--- config.mk ---
export PLATFORM = sky130hd
export DESIGN_NAME = rv32i_core
export DESIGN_NICKNAME = d
export VERILOG_FILES = /design/src/hw/rv_pkg.sv /design/src/hw/fetch_stage.sv /design/src/hw/inst_decoder.sv /design/src/hw/reg_file.sv /design/src/hw/decode_stage.sv /design/src/hw/execute_stage.sv /design/src/hw/mem_wb_stage.sv /design/src/hw/rv32i_core.sv
export SDC_FILE = /design/constraint.sdc
export NUM_CORES = 2
export LEC_CHECK = 0
export ABC_AREA = 0
export CAP_MARGIN = 20
export CORE_MARGIN = 2
export CORE_UTILIZATION = 45
export DETAILED_ROUTE_END_ITERATION = 10
export DONT_BUFFER_PORTS = 1
export GPL_TIMING_DRIVEN = 1
export SKIP_LAST_GASP = 1
export SLEW_MARGIN = 0
export SYNTH_ARGS = -nofsm -noshare
export SYNTH_HDL_FRONTEND = slang
export SYNTH_SLANG_ARGS = --single-unit
--- constraint.sdc ---
create_clock -name clk -period 76.8 [get_ports clk]
set_input_delay 15.36 -clock clk [delete_from_list [all_inputs] [get_ports clk]]
set_output_delay 15.36 -clock clk [all_outputs]
set_load 0.005 [all_outputs]
--- src/hw/rv_pkg.sv ---
package rv_pkg;

  ////////////////////
  // Widths
  ////////////////////
  localparam int xlen       = 32;     // Data and address width
  localparam int reg_addr_w = 5;      // Register index width

  localparam logic [xlen-1:0] pc_step = 4;   // One word per fetch

  ////////////////////
  // Opcode map, inst[6:0]
  ////////////////////
  localparam logic [6:0] op_r       = 7'b0110011;
  localparam logic [6:0] op_i_arith = 7'b0010011;
  localparam logic [6:0] op_i_load  = 7'b0000011;
  localparam logic [6:0] op_s       = 7'b0100011;
  localparam logic [6:0] op_u_lui   = 7'b0110111;
  localparam logic [6:0] op_u_auipc = 7'b0010111;

  // ALU operations
  typedef enum logic [2:0] {
    alu_add,
    alu_sub,
    alu_and,
    alu_or,
    alu_xor,
    alu_sll
  } alu_op_e;

  // Decoded controls, all zero means no-op
  typedef struct packed {
    logic    regwrite;
    logic    memtoreg;   // Load, write-back takes memory data
    logic    memwrite;   // Store
    logic    alusrc;     // Second operand is the immediate
    logic    auipc;      // First operand is pc
    logic    lui;        // First operand is zero
    alu_op_e alu_op;
  } ctrl_t;

  ////////////////////
  // Pipeline registers
  ////////////////////
  typedef struct packed {
    logic [xlen-1:0] pc;
    logic [xlen-1:0] inst;
  } if_id_t;

  typedef struct packed {
    logic [xlen-1:0]       pc;
    logic [reg_addr_w-1:0] rs1;
    logic [reg_addr_w-1:0] rs2;
    logic [reg_addr_w-1:0] rd;
    logic [xlen-1:0]       rs1_data;
    logic [xlen-1:0]       rs2_data;
    logic [xlen-1:0]       imm;        // Already selected I/S/U form
    ctrl_t                 ctrl;
  } id_ex_t;

  typedef struct packed {
    logic [reg_addr_w-1:0] rd;
    logic [xlen-1:0]       aluout;     // Also the data address
    logic [xlen-1:0]       store_data;
    logic                  regwrite;
    logic                  memtoreg;
    logic                  memwrite;
  } ex_mem_t;

  // Register file write port, also the write-back forwarding source
  typedef struct packed {
    logic                  we;
    logic [reg_addr_w-1:0] rd;
    logic [xlen-1:0]       data;
  } wb_t;

endpackage

--- src/hw/fetch_stage.sv ---
`timescale 1ns/1ps

module fetch_stage (
  input  logic                    clk,
  input  logic                    reset,
  input  logic                    stall,   // Load-use hold from decode
  input  logic [rv_pkg::xlen-1:0] inst,
  output logic [rv_pkg::xlen-1:0] pc,
  output rv_pkg::if_id_t          if_id
);

  ////////////////////
  // PC and IF/ID
  ////////////////////
  // Cleared fetch register holds inst 0, which decodes as a no-op
  always_ff @(posedge clk or posedge reset)
  begin
    if (reset)
    begin
      pc    <= '0;
      if_id <= '0;
    end
    else if (!stall)
    begin
      pc    <= pc + rv_pkg::pc_step;   // Always sequential without branches
      if_id <= '{pc: pc, inst: inst};
    end
    // Stall keeps both for one more cycle
  end

  // Decode bubble clears the hazard so a hold lasts one cycle
  a_hold_one_cycle: assert property (
    @(posedge clk) disable iff (reset)
    stall |=> !stall
  ) else $error("load-use stall held for two cycles");

endmodule

--- src/hw/inst_decoder.sv ---
`timescale 1ns/1ps

module inst_decoder (
  input  logic [rv_pkg::xlen-1:0] inst,
  output rv_pkg::ctrl_t           ctrl,
  output logic [rv_pkg::xlen-1:0] imm
);

  logic [6:0]              opcode;
  logic [6:0]              funct7;
  logic [2:0]              funct3;
  logic [rv_pkg::xlen-1:0] imm_i;
  logic [rv_pkg::xlen-1:0] imm_s;
  logic [rv_pkg::xlen-1:0] imm_u;

  assign opcode = inst[6:0];
  assign funct7 = inst[31:25];
  assign funct3 = inst[14:12];

  // Sign-extended immediates
  assign imm_i = {{20{inst[31]}}, inst[31:20]};
  assign imm_s = {{20{inst[31]}}, inst[31:25], inst[11:7]};
  assign imm_u = {inst[31:12], 12'b0};     // LUI / AUIPC

  always_comb
  begin
    ctrl = '0;     // Unknown opcode falls through as a no-op
    imm  = '0;
    case (opcode)
      rv_pkg::op_r:
      begin
        ctrl.regwrite = 1'b1;
        case ({funct7, funct3})
          10'b0000000_000: ctrl.alu_op = rv_pkg::alu_add;
          10'b0100000_000: ctrl.alu_op = rv_pkg::alu_sub;
          10'b0000000_111: ctrl.alu_op = rv_pkg::alu_and;
          10'b0000000_110: ctrl.alu_op = rv_pkg::alu_or;
          default:         ctrl.regwrite = 1'b0;   // Unsupported funct
        endcase
      end
      rv_pkg::op_i_arith:
      begin
        ctrl.regwrite = 1'b1;
        ctrl.alusrc   = 1'b1;
        imm           = imm_i;
        case (funct3)
          3'b000:  ctrl.alu_op = rv_pkg::alu_add;   // ADDI
          3'b100:  ctrl.alu_op = rv_pkg::alu_xor;   // XORI
          3'b110:  ctrl.alu_op = rv_pkg::alu_or;    // ORI
          3'b111:  ctrl.alu_op = rv_pkg::alu_and;   // ANDI
          3'b001:
          begin
            ctrl.alu_op   = rv_pkg::alu_sll;        // SLLI, shamt in imm[4:0]
            ctrl.regwrite = (funct7 == 7'b0000000);
          end
          default: ctrl.regwrite = 1'b0;
        endcase
      end
      rv_pkg::op_i_load:
      begin
        ctrl.regwrite = 1'b1;
        ctrl.memtoreg = 1'b1;
        ctrl.alusrc   = 1'b1;
        imm           = imm_i;                      // Address offset
      end
      rv_pkg::op_s:
      begin
        ctrl.memwrite = 1'b1;
        ctrl.alusrc   = 1'b1;
        imm           = imm_s;
      end
      rv_pkg::op_u_lui:
      begin
        ctrl.regwrite = 1'b1;
        ctrl.alusrc   = 1'b1;
        ctrl.lui      = 1'b1;
        imm           = imm_u;
      end
      rv_pkg::op_u_auipc:
      begin
        ctrl.regwrite = 1'b1;
        ctrl.alusrc   = 1'b1;
        ctrl.auipc    = 1'b1;
        imm           = imm_u;
      end
      default: ;
    endcase
  end

endmodule

--- src/hw/reg_file.sv ---
`timescale 1ns/1ps

module reg_file (
  input  logic                          clk,
  input  logic                          reset,
  input  rv_pkg::wb_t                   wb,
  input  logic [rv_pkg::reg_addr_w-1:0] rs1,
  input  logic [rv_pkg::reg_addr_w-1:0] rs2,
  output logic [rv_pkg::xlen-1:0]       rs1_data,
  output logic [rv_pkg::xlen-1:0]       rs2_data
);

  logic [rv_pkg::xlen-1:0] regs [0:31];
  logic                    wr_en;

  assign wr_en = wb.we && (wb.rd != '0);   // x0 never written, stays zero

  always_ff @(posedge clk or posedge reset)
  begin
    if (reset)
      regs <= '{default: '0};
    else if (wr_en)
      regs[wb.rd] <= wb.data;
  end

  // Write-through covers the WB to ID case in the same cycle
  assign rs1_data = (wr_en && wb.rd == rs1) ? wb.data : regs[rs1];
  assign rs2_data = (wr_en && wb.rd == rs2) ? wb.data : regs[rs2];

endmodule

--- src/hw/decode_stage.sv ---
`timescale 1ns/1ps

module decode_stage (
  input  logic           clk,
  input  logic           reset,
  input  rv_pkg::if_id_t if_id,
  input  rv_pkg::wb_t    wb,       // Write port from write-back
  output logic           stall,
  output rv_pkg::id_ex_t id_ex
);

  logic [rv_pkg::reg_addr_w-1:0] rs1;
  logic [rv_pkg::reg_addr_w-1:0] rs2;
  logic [rv_pkg::reg_addr_w-1:0] rd;
  logic [rv_pkg::xlen-1:0]       rs1_data;
  logic [rv_pkg::xlen-1:0]       rs2_data;
  logic [rv_pkg::xlen-1:0]       imm;
  rv_pkg::ctrl_t                 ctrl;

  // Register fields
  assign rs1 = if_id.inst[19:15];
  assign rs2 = if_id.inst[24:20];
  assign rd  = if_id.inst[11:7];

  inst_decoder u_inst_decoder (
    .inst (if_id.inst),
    .ctrl (ctrl),
    .imm  (imm)
  );

  reg_file u_reg_file (
    .clk      (clk),
    .reset    (reset),
    .wb       (wb),
    .rs1      (rs1),
    .rs2      (rs2),
    .rs1_data (rs1_data),
    .rs2_data (rs2_data)
  );

  ////////////////////
  // Load-use hazard
  ////////////////////
  // Load data only exists after MEM and comes too late for EX forwarding
  assign stall = id_ex.ctrl.memtoreg && (id_ex.rd != '0) &&
                 ((id_ex.rd == rs1) || (id_ex.rd == rs2));

  ////////////////////
  // ID/EX register
  ////////////////////
  always_ff @(posedge clk or posedge reset)
  begin
    if (reset)
      id_ex.ctrl <= '0;          // No-op controls
    else if (stall)
      id_ex <= '0;               // Bubble with all controls off and x0 indices
    else
      id_ex <= '{
        pc:       if_id.pc,
        rs1:      rs1,
        rs2:      rs2,
        rd:       rd,
        rs1_data: rs1_data,
        rs2_data: rs2_data,
        imm:      imm,
        ctrl:     ctrl
      };
  end

  // Stalled instruction must still sit in the fetch register next cycle
  a_fetch_held: assert property (
    @(posedge clk) disable iff (reset)
    stall |=> $stable(if_id)
  ) else $error("fetch register changed during a load-use stall");

endmodule

--- src/hw/execute_stage.sv ---
`timescale 1ns/1ps

module execute_stage (
  input  logic            clk,
  input  logic            reset,
  input  rv_pkg::id_ex_t  id_ex,
  input  rv_pkg::wb_t     wb,        // Write-back forwarding source
  output rv_pkg::ex_mem_t ex_mem
);

  logic [rv_pkg::xlen-1:0] rs1_fwd;
  logic [rv_pkg::xlen-1:0] rs2_fwd;   // Also the store data
  logic [rv_pkg::xlen-1:0] op_a;
  logic [rv_pkg::xlen-1:0] op_b;
  logic [rv_pkg::xlen-1:0] aluout;

  ////////////////////
  // Forwarding
  ////////////////////
  // MEM result first (newest), then WB, then the decode read
  function automatic logic [rv_pkg::xlen-1:0] fwd_operand(
    input logic [rv_pkg::reg_addr_w-1:0] rs,
    input logic [rv_pkg::xlen-1:0]       rf_val
  );
    logic mem_hit;
    logic wb_hit;
    mem_hit = ex_mem.regwrite && !ex_mem.memtoreg &&    // Load data not ready here
              (ex_mem.rd != '0) && (ex_mem.rd == rs);
    wb_hit  = wb.we && (wb.rd != '0) && (wb.rd == rs);
    if (mem_hit)
      return ex_mem.aluout;
    else if (wb_hit)
      return wb.data;
    else
      return rf_val;
  endfunction

  always_comb
  begin
    rs1_fwd = fwd_operand(id_ex.rs1, id_ex.rs1_data);
    rs2_fwd = fwd_operand(id_ex.rs2, id_ex.rs2_data);
  end

  // Operand select
  always_comb
  begin
    if (id_ex.ctrl.auipc)
      op_a = id_ex.pc;          // AUIPC adds its own pc
    else if (id_ex.ctrl.lui)
      op_a = '0;                // LUI is 0 + imm
    else
      op_a = rs1_fwd;
    op_b = id_ex.ctrl.alusrc ? id_ex.imm : rs2_fwd;
  end

  ////////////////////
  // ALU
  ////////////////////
  always_comb
  begin
    case (id_ex.ctrl.alu_op)
      rv_pkg::alu_add: aluout = op_a + op_b;
      rv_pkg::alu_sub: aluout = op_a - op_b;
      rv_pkg::alu_and: aluout = op_a & op_b;
      rv_pkg::alu_or:  aluout = op_a | op_b;
      rv_pkg::alu_xor: aluout = op_a ^ op_b;
      rv_pkg::alu_sll: aluout = op_a << op_b[4:0];   // shamt, low five bits
      default:         aluout = '0;
    endcase
  end

  // EX/MEM register
  always_ff @(posedge clk or posedge reset)
  begin
    if (reset)
    begin
      ex_mem.regwrite <= 1'b0;
      ex_mem.memtoreg <= 1'b0;
      ex_mem.memwrite <= 1'b0;
    end
    else
    begin
      ex_mem.rd         <= id_ex.rd;
      ex_mem.aluout     <= aluout;
      ex_mem.store_data <= rs2_fwd;
      ex_mem.regwrite   <= id_ex.ctrl.regwrite;
      ex_mem.memtoreg   <= id_ex.ctrl.memtoreg;
      ex_mem.memwrite   <= id_ex.ctrl.memwrite;
    end
  end

  // Decode must have stalled any reader sitting right behind a load
  a_no_load_use: assert property (
    @(posedge clk) disable iff (reset)
    !(ex_mem.memtoreg && (ex_mem.rd != '0) &&
      ((id_ex.rs1 == ex_mem.rd) || (id_ex.rs2 == ex_mem.rd)))
  ) else $error("load-use hazard reached execute");

endmodule

--- src/hw/mem_wb_stage.sv ---
`timescale 1ns/1ps

module mem_wb_stage (
  input  logic                    clk,
  input  logic                    reset,
  input  rv_pkg::ex_mem_t         ex_mem,
  input  logic [rv_pkg::xlen-1:0] mem_rdata,   // Combinational read
  output logic                    mem_write,
  output logic [rv_pkg::xlen-1:0] mem_addr,
  output logic [rv_pkg::xlen-1:0] mem_wdata,
  output rv_pkg::wb_t             wb
);

  ////////////////////
  // Data port
  ////////////////////
  assign mem_write = ex_mem.memwrite;   // Store lands on the next edge
  assign mem_addr  = ex_mem.aluout;
  assign mem_wdata = ex_mem.store_data;

  // MEM/WB register, write-back value picked before the flop
  always_ff @(posedge clk or posedge reset)
  begin
    if (reset)
      wb.we <= 1'b0;
    else
    begin
      wb.we   <= ex_mem.regwrite;
      wb.rd   <= ex_mem.rd;
      wb.data <= ex_mem.memtoreg ? mem_rdata : ex_mem.aluout;   // Load or ALU
    end
  end

endmodule

--- src/hw/rv32i_core.sv ---
`timescale 1ns/1ps

module rv32i_core (
  input  logic                    clk,
  input  logic                    reset,
  output logic [rv_pkg::xlen-1:0] pc,          // Instruction fetch address
  input  logic [rv_pkg::xlen-1:0] inst,        // Valid for current pc
  output logic                    mem_write,
  output logic [rv_pkg::xlen-1:0] mem_addr,
  output logic [rv_pkg::xlen-1:0] mem_wdata,
  input  logic [rv_pkg::xlen-1:0] mem_rdata
);

  rv_pkg::if_id_t  if_id;
  rv_pkg::id_ex_t  id_ex;
  rv_pkg::ex_mem_t ex_mem;
  rv_pkg::wb_t     wb;       // Back to decode and execute
  logic            stall;

  ////////////////////
  // Stages
  ////////////////////
  fetch_stage u_fetch (
    .clk   (clk),
    .reset (reset),
    .stall (stall),
    .inst  (inst),
    .pc    (pc),
    .if_id (if_id)
  );

  decode_stage u_decode (
    .clk   (clk),
    .reset (reset),
    .if_id (if_id),
    .wb    (wb),
    .stall (stall),
    .id_ex (id_ex)
  );

  execute_stage u_execute (
    .clk    (clk),
    .reset  (reset),
    .id_ex  (id_ex),
    .wb     (wb),
    .ex_mem (ex_mem)
  );

  mem_wb_stage u_mem_wb (
    .clk       (clk),
    .reset     (reset),
    .ex_mem    (ex_mem),
    .mem_rdata (mem_rdata),
    .mem_write (mem_write),
    .mem_addr  (mem_addr),
    .mem_wdata (mem_wdata),
    .wb        (wb)
  );

endmodule

Word level (Yosys, flattened, before mapping)
Cells that the tools add are included.
- memories: 0
- latch bits: 0
- bits in writable memories: 0
- flip-flop bits (word level): 1382
- output and inout bits: 97
- ROM bits: 0
- reductions and logical operators: 27
- shifts and indexed selects: 1
- bitwise operators: 6
- divide/modulo/power cells: 0
- muxes and demuxes: 33
- add/subtract/negate cells: 3
- order comparisons: 4
- equality and inequality tests: 26
- multipliers: 0
- operator list (cell ; number):
    $bwmux 1024 ; 1
    $mux 32 ; 15
    $bmux 32 s5 ; 2
    $pmux 32 s6 ; 1
    $demux 32 s5 ; 1
    $pmux 32 s3 ; 1
    $eq 5x5->1 ; 8
    $add 32x3->32 const B ; 1
    $add 32x32->32 ; 1
    $and 32x32->32 ; 1
    $or 32x32->32 ; 1
    $shl 32x5->32 ; 1
    $sub 32x32->32 ; 1
    $xor 32x32->32 ; 1
    $eq 7x6->1 const B ; 3
    $eq 10x3->1 const B ; 2
    $ge 6x6->1 const B ; 3
    $not 5->6 ; 3
    $eq 3x3->1 const B ; 5
    $reduce_bool 5->1 ; 3
    $eq 7x5->1 const B ; 2
    $logic_and 1x1->1 ; 12
    $pmux 3 s4 ; 1
    $eq 10x9->1 const B ; 1
    19 further kinds ; 29

Longest topological paths before layout
- word-level depth: 9
- gate-level depth with buffers: 29

By module
From an unflattened synthesis, not the netlist that was laid out.
- cells, all modules: 5577
- area, all modules: 76876.2 µm²
- modules (own cells, without submodules) (module ; times used ; area an instance (µm²) ; cells an instance):
    reg_file ; 1 ; 53687.7 ; 3481
    execute_stage ; 1 ; 10497.6 ; 1262
    decode_stage ; 1 ; 6268.5 ; 355
    fetch_stage ; 1 ; 3677.3 ; 258
    mem_wb_stage ; 1 ; 2172.1 ; 140
    inst_decoder ; 1 ; 573.0 ; 81

Least setup slack after synthesis
No wires, ideal clock.
- path kind: input port to flip-flop
- start: in reset
- end: reg u_decode.id_ex[100] (netlist name)
- arrival time: 43227 ps
- path slack: 31799 ps
- library setup time: 1773 ps
- data required time: 75027 ps
- path buffers: 0
- stages on the path: 1
- path through: inv_1
- RTL lines (item ; line ; RTL):
    from (decl) ; rv32i_core.sv:5 ; input logic reset,
No word-level cell between the ends.

Worst setup path after layout
- start: in reset
- end: reg u_decode.id_ex[74] (netlist name)
No word-level cell between the ends.

==> results.toml <==
[critical_path]
cp-end-kind = "flip-flop"
critPathMaxFanout = 171
cp_top_family = "buffers and inverters"
slowest_delay_ns = 0.85
critPathKind = "input port to flip-flop"
setup.worst_path.start_class = "input port"
slowest_stage = "buf_4"
worstPathBufferInverterCount = 6
worstPathArrival_ns = 19.76
crit_top_cell = "buf_4"
crit_chain = "inv_8 -> buf_4 -> buf_4 -> buf_4 -> buf_12 -> buf_4"
crit_required_ns = 77.22

[pwr]
vdd_drop_max_mv = 0.0246
p_clk_share_pct = 44.2
p_leak_uw = 0.0352
p_comb_share_pct = 8.6
power_density_nw_per_um2 = 21.0
p_switching_uw = 432
p_int_uw = 1280
seq_power_share_pct = 47.1
switching_share_pct = 25.2

[sta]
tightest_slew_ns = 1.13
rsz0062_at_grt = "no"
timing.final.crit_share_pct = 25.2
slew-limit-headroom_pct = 24.4
finalCriticalPeriod_ns = 19.34
finalHoldViolCount = 0
timing.final.max_slew_violations = 0
fin_skew_ns = 0.0349
finalHoldWorstSlack_ns = 0.357
setup_viol = 0
fmax_mhz = 51.7
finalSetupTns_ns = 0

[global_route]
grt_max_degree = 172
antenna_found_initial = 19
first_global_vias = 49700
grt_util_all_layers_pct = 29.7
grt_pass1_wl_um = 362000
grt-ovfl-total = 0

[synthesis]
ys_ff_latch = 1376
synth_area_leaders = "dfrtp_1 38%, mux4_2 19%, mux2_2 10%"
synth.distinct_cells = 88
syn_inst = 5709
yosys.area.top_type = "dfrtp_1"
syn_avg_cell_area_um2 = 13.1
synth_flop_cell = "dfrtp_1"
synth_edf_count = 247
netlist_area_um2 = 74600
yosysWarnings = 0
async_flop_share_pct = 82.0
yosysSeqAreaShare_pct = 47.8
synth_top_area_share_pct = 37.9

[clock_network]
numCtsBuffers = 149
post_cts_buffers = 0
cts_sinks = 1376
cts_resized = 0
hold_buffers = 0
clk_path_buf_depth = 3
cts_max_level = 4
clock_tree.root_cell = "clkbuf_16"
clkLatencyLatePin_ns = 0.82
path_clk_slew_ns = 0.06
tritoncts = "built"

[placement]
numPortBuffers = 0
place_area_um2 = 76100
dp_hpwl_um = 154000
gp_congestion = 1.00
dp_cells = 7411

[drt]
via_per_inst = 6.46
route.detailed.drc = 0
drt.antenna.violating_nets = 0
drt_iter0_markers = 5270
vias = 49700
first_pass_iters = 6
drt-total-wl_um = 249000
routedWlPerCell_um = 32.4

[floorplan]
dieArea_um2 = 169000
rows = 149
initial_utilization_pct = 45.3
die_w_um = 411
die_h_um = 411
io_pins = 163
coreArea_um2 = 165000

[final_layout]
finalInstanceArea_um2 = 81400
nets = 5542
drive_above_1_share_pct = 32.1
final_util_pct = 49.4
mostFrequentLayoutCells = "1117 x dfrtp_1, 682 x mux2_2, 641 x mux4_2"
mostFrequentLayoutCell = "dfrtp_1"
final_cells = 7696
fillers = 14200
areaGrowthSynthToFinish_pct = 9.01

[status]
status = "finished, final reports clean"

[min_path]
hold_path_class = "flip-flop to flip-flop"

[run]
cap_violations = 0
metal layers:
layer | track usage, % | vias up | routed length, µm
li1 | - | 20700 | -
met1 | 40.1 | 26200 | 99300
met2 | 45.7 | 2279 | 115000
met3 | 6.20 | 538 | 21000
met4 | 14.5 | 2 | 13600
met5 | 0 | - | 12
cells by family (layout without fill, tap and decap cells):
logic type | Yosys count | count (layout) | share of synthesized area (%)
DFF | 1376 | 1376 | 47.8
other | 1 | 13 | 0.00502
AOI/OAI and AO/OA | 915 | 915 | 7.34
adders and majority gates | 99 | 99 | 1.67
xor gates and xnor gates | 128 | 128 | 1.50
and+or+nand+nor | 984 | 984 | 5.80
buffers and inverters | 718 | 504 | 4.01
muxes | 1488 | 1488 | 31.9
per-stage QoR:
step	setup WS [ns]	power, µW
4_1_cts	57.32	1720
3_5_place_dp	56.47	965
5_1_grt	56.84	1760
2_1_floorplan	23.08	920
3_3_place_gp	56.55	963
6_report	57.46	1710
Yosys cell counts, types with 53 or more instances:
cell and number:
a211oi_1 76, a21oi_1 67, buf_1 68, buf_4 70, clkbuf_1 469, dfrtp_1 1129
edfxtp_1 247, ha_1 98, inv_1 94, mux2_2 682, mux2i_1 158, mux4_2 641
nand2_1 547, nand3_1 53, nor2_1 170, nor2b_1 62, o21ai_0 506, xnor2_1 85
registers in the layout, summed over array words and instances, names as in the netlist:
register / flops
u_fetch.if_id: 62
u_decode.u_reg_file.regs: 1024
u_fetch.pc: 30
u_mem_wb.wb: 38
u_decode.id_ex: 150
u_execute.ex_mem: 72
final cells by class:
type	instances	area, µm²	share of cell area (%)
diodes	11	27.5	0.0338
flip-flops and latches	1376	35700	43.9
well taps	2189	2740	3.37
repair buffers	137	1120	1.38
inverters	97	372	0.457
multi-input cells	3616	36300	44.6
clock buffers	223	4560	5.60
clock inverters	47	551	0.677
path summary, 6_finish.rpt:
path | from | cells after the start | slack (ns) | to
min in group asynchronous | reset | 1 | 14.57 | u_decode.u_reg_file.regs[1006]
max in group asynchronous | reset | 6 | 57.81 | u_decode.u_reg_file.regs[475]
hold / removal | u_decode.id_ex[8] | 0 | 0.36 | u_execute.ex_mem[2]
setup / recovery | reset | 6 | 57.46 | u_decode.id_ex[74]
setup reg to reg | u_mem_wb.wb[34] | 24 | 68.10 | u_execute.ex_mem[64]
hold reg to reg | u_decode.id_ex[8] | 0 | 0.36 | u_execute.ex_mem[2]
power by group through the flow:
| stage | Combinational, µW | Clock, µW | Sequential (µW) |
|---|---|---|---|
| 6_report | 148 | 756 | 806 |
| 5_1_grt | 159 | 796 | 808 |
| 4_1_cts | 147 | 767 | 805 |
| 3_5_place_dp | 146 | 0 | 819 |
| 3_3_place_gp | 145 | 0 | 818 |
| 2_1_floorplan | 114 | 0 | 807 |
worst reg2reg max path: cells and delay by family, from the launching register on:
family / cells / cell delay, ns
flip-flops: 1 / 0.63
multiplexers: 1 / 0.11
buffers and inverters: 2 / 0.64
AO/OA/AOI/OAI: 11 / 3.42
AND/OR/NAND/NOR: 6 / 2.57
adder cells (fa/ha/maj): 2 / 0.71
XOR/XNOR: 2 / 0.34
Power figures use the tool's default switching activity.
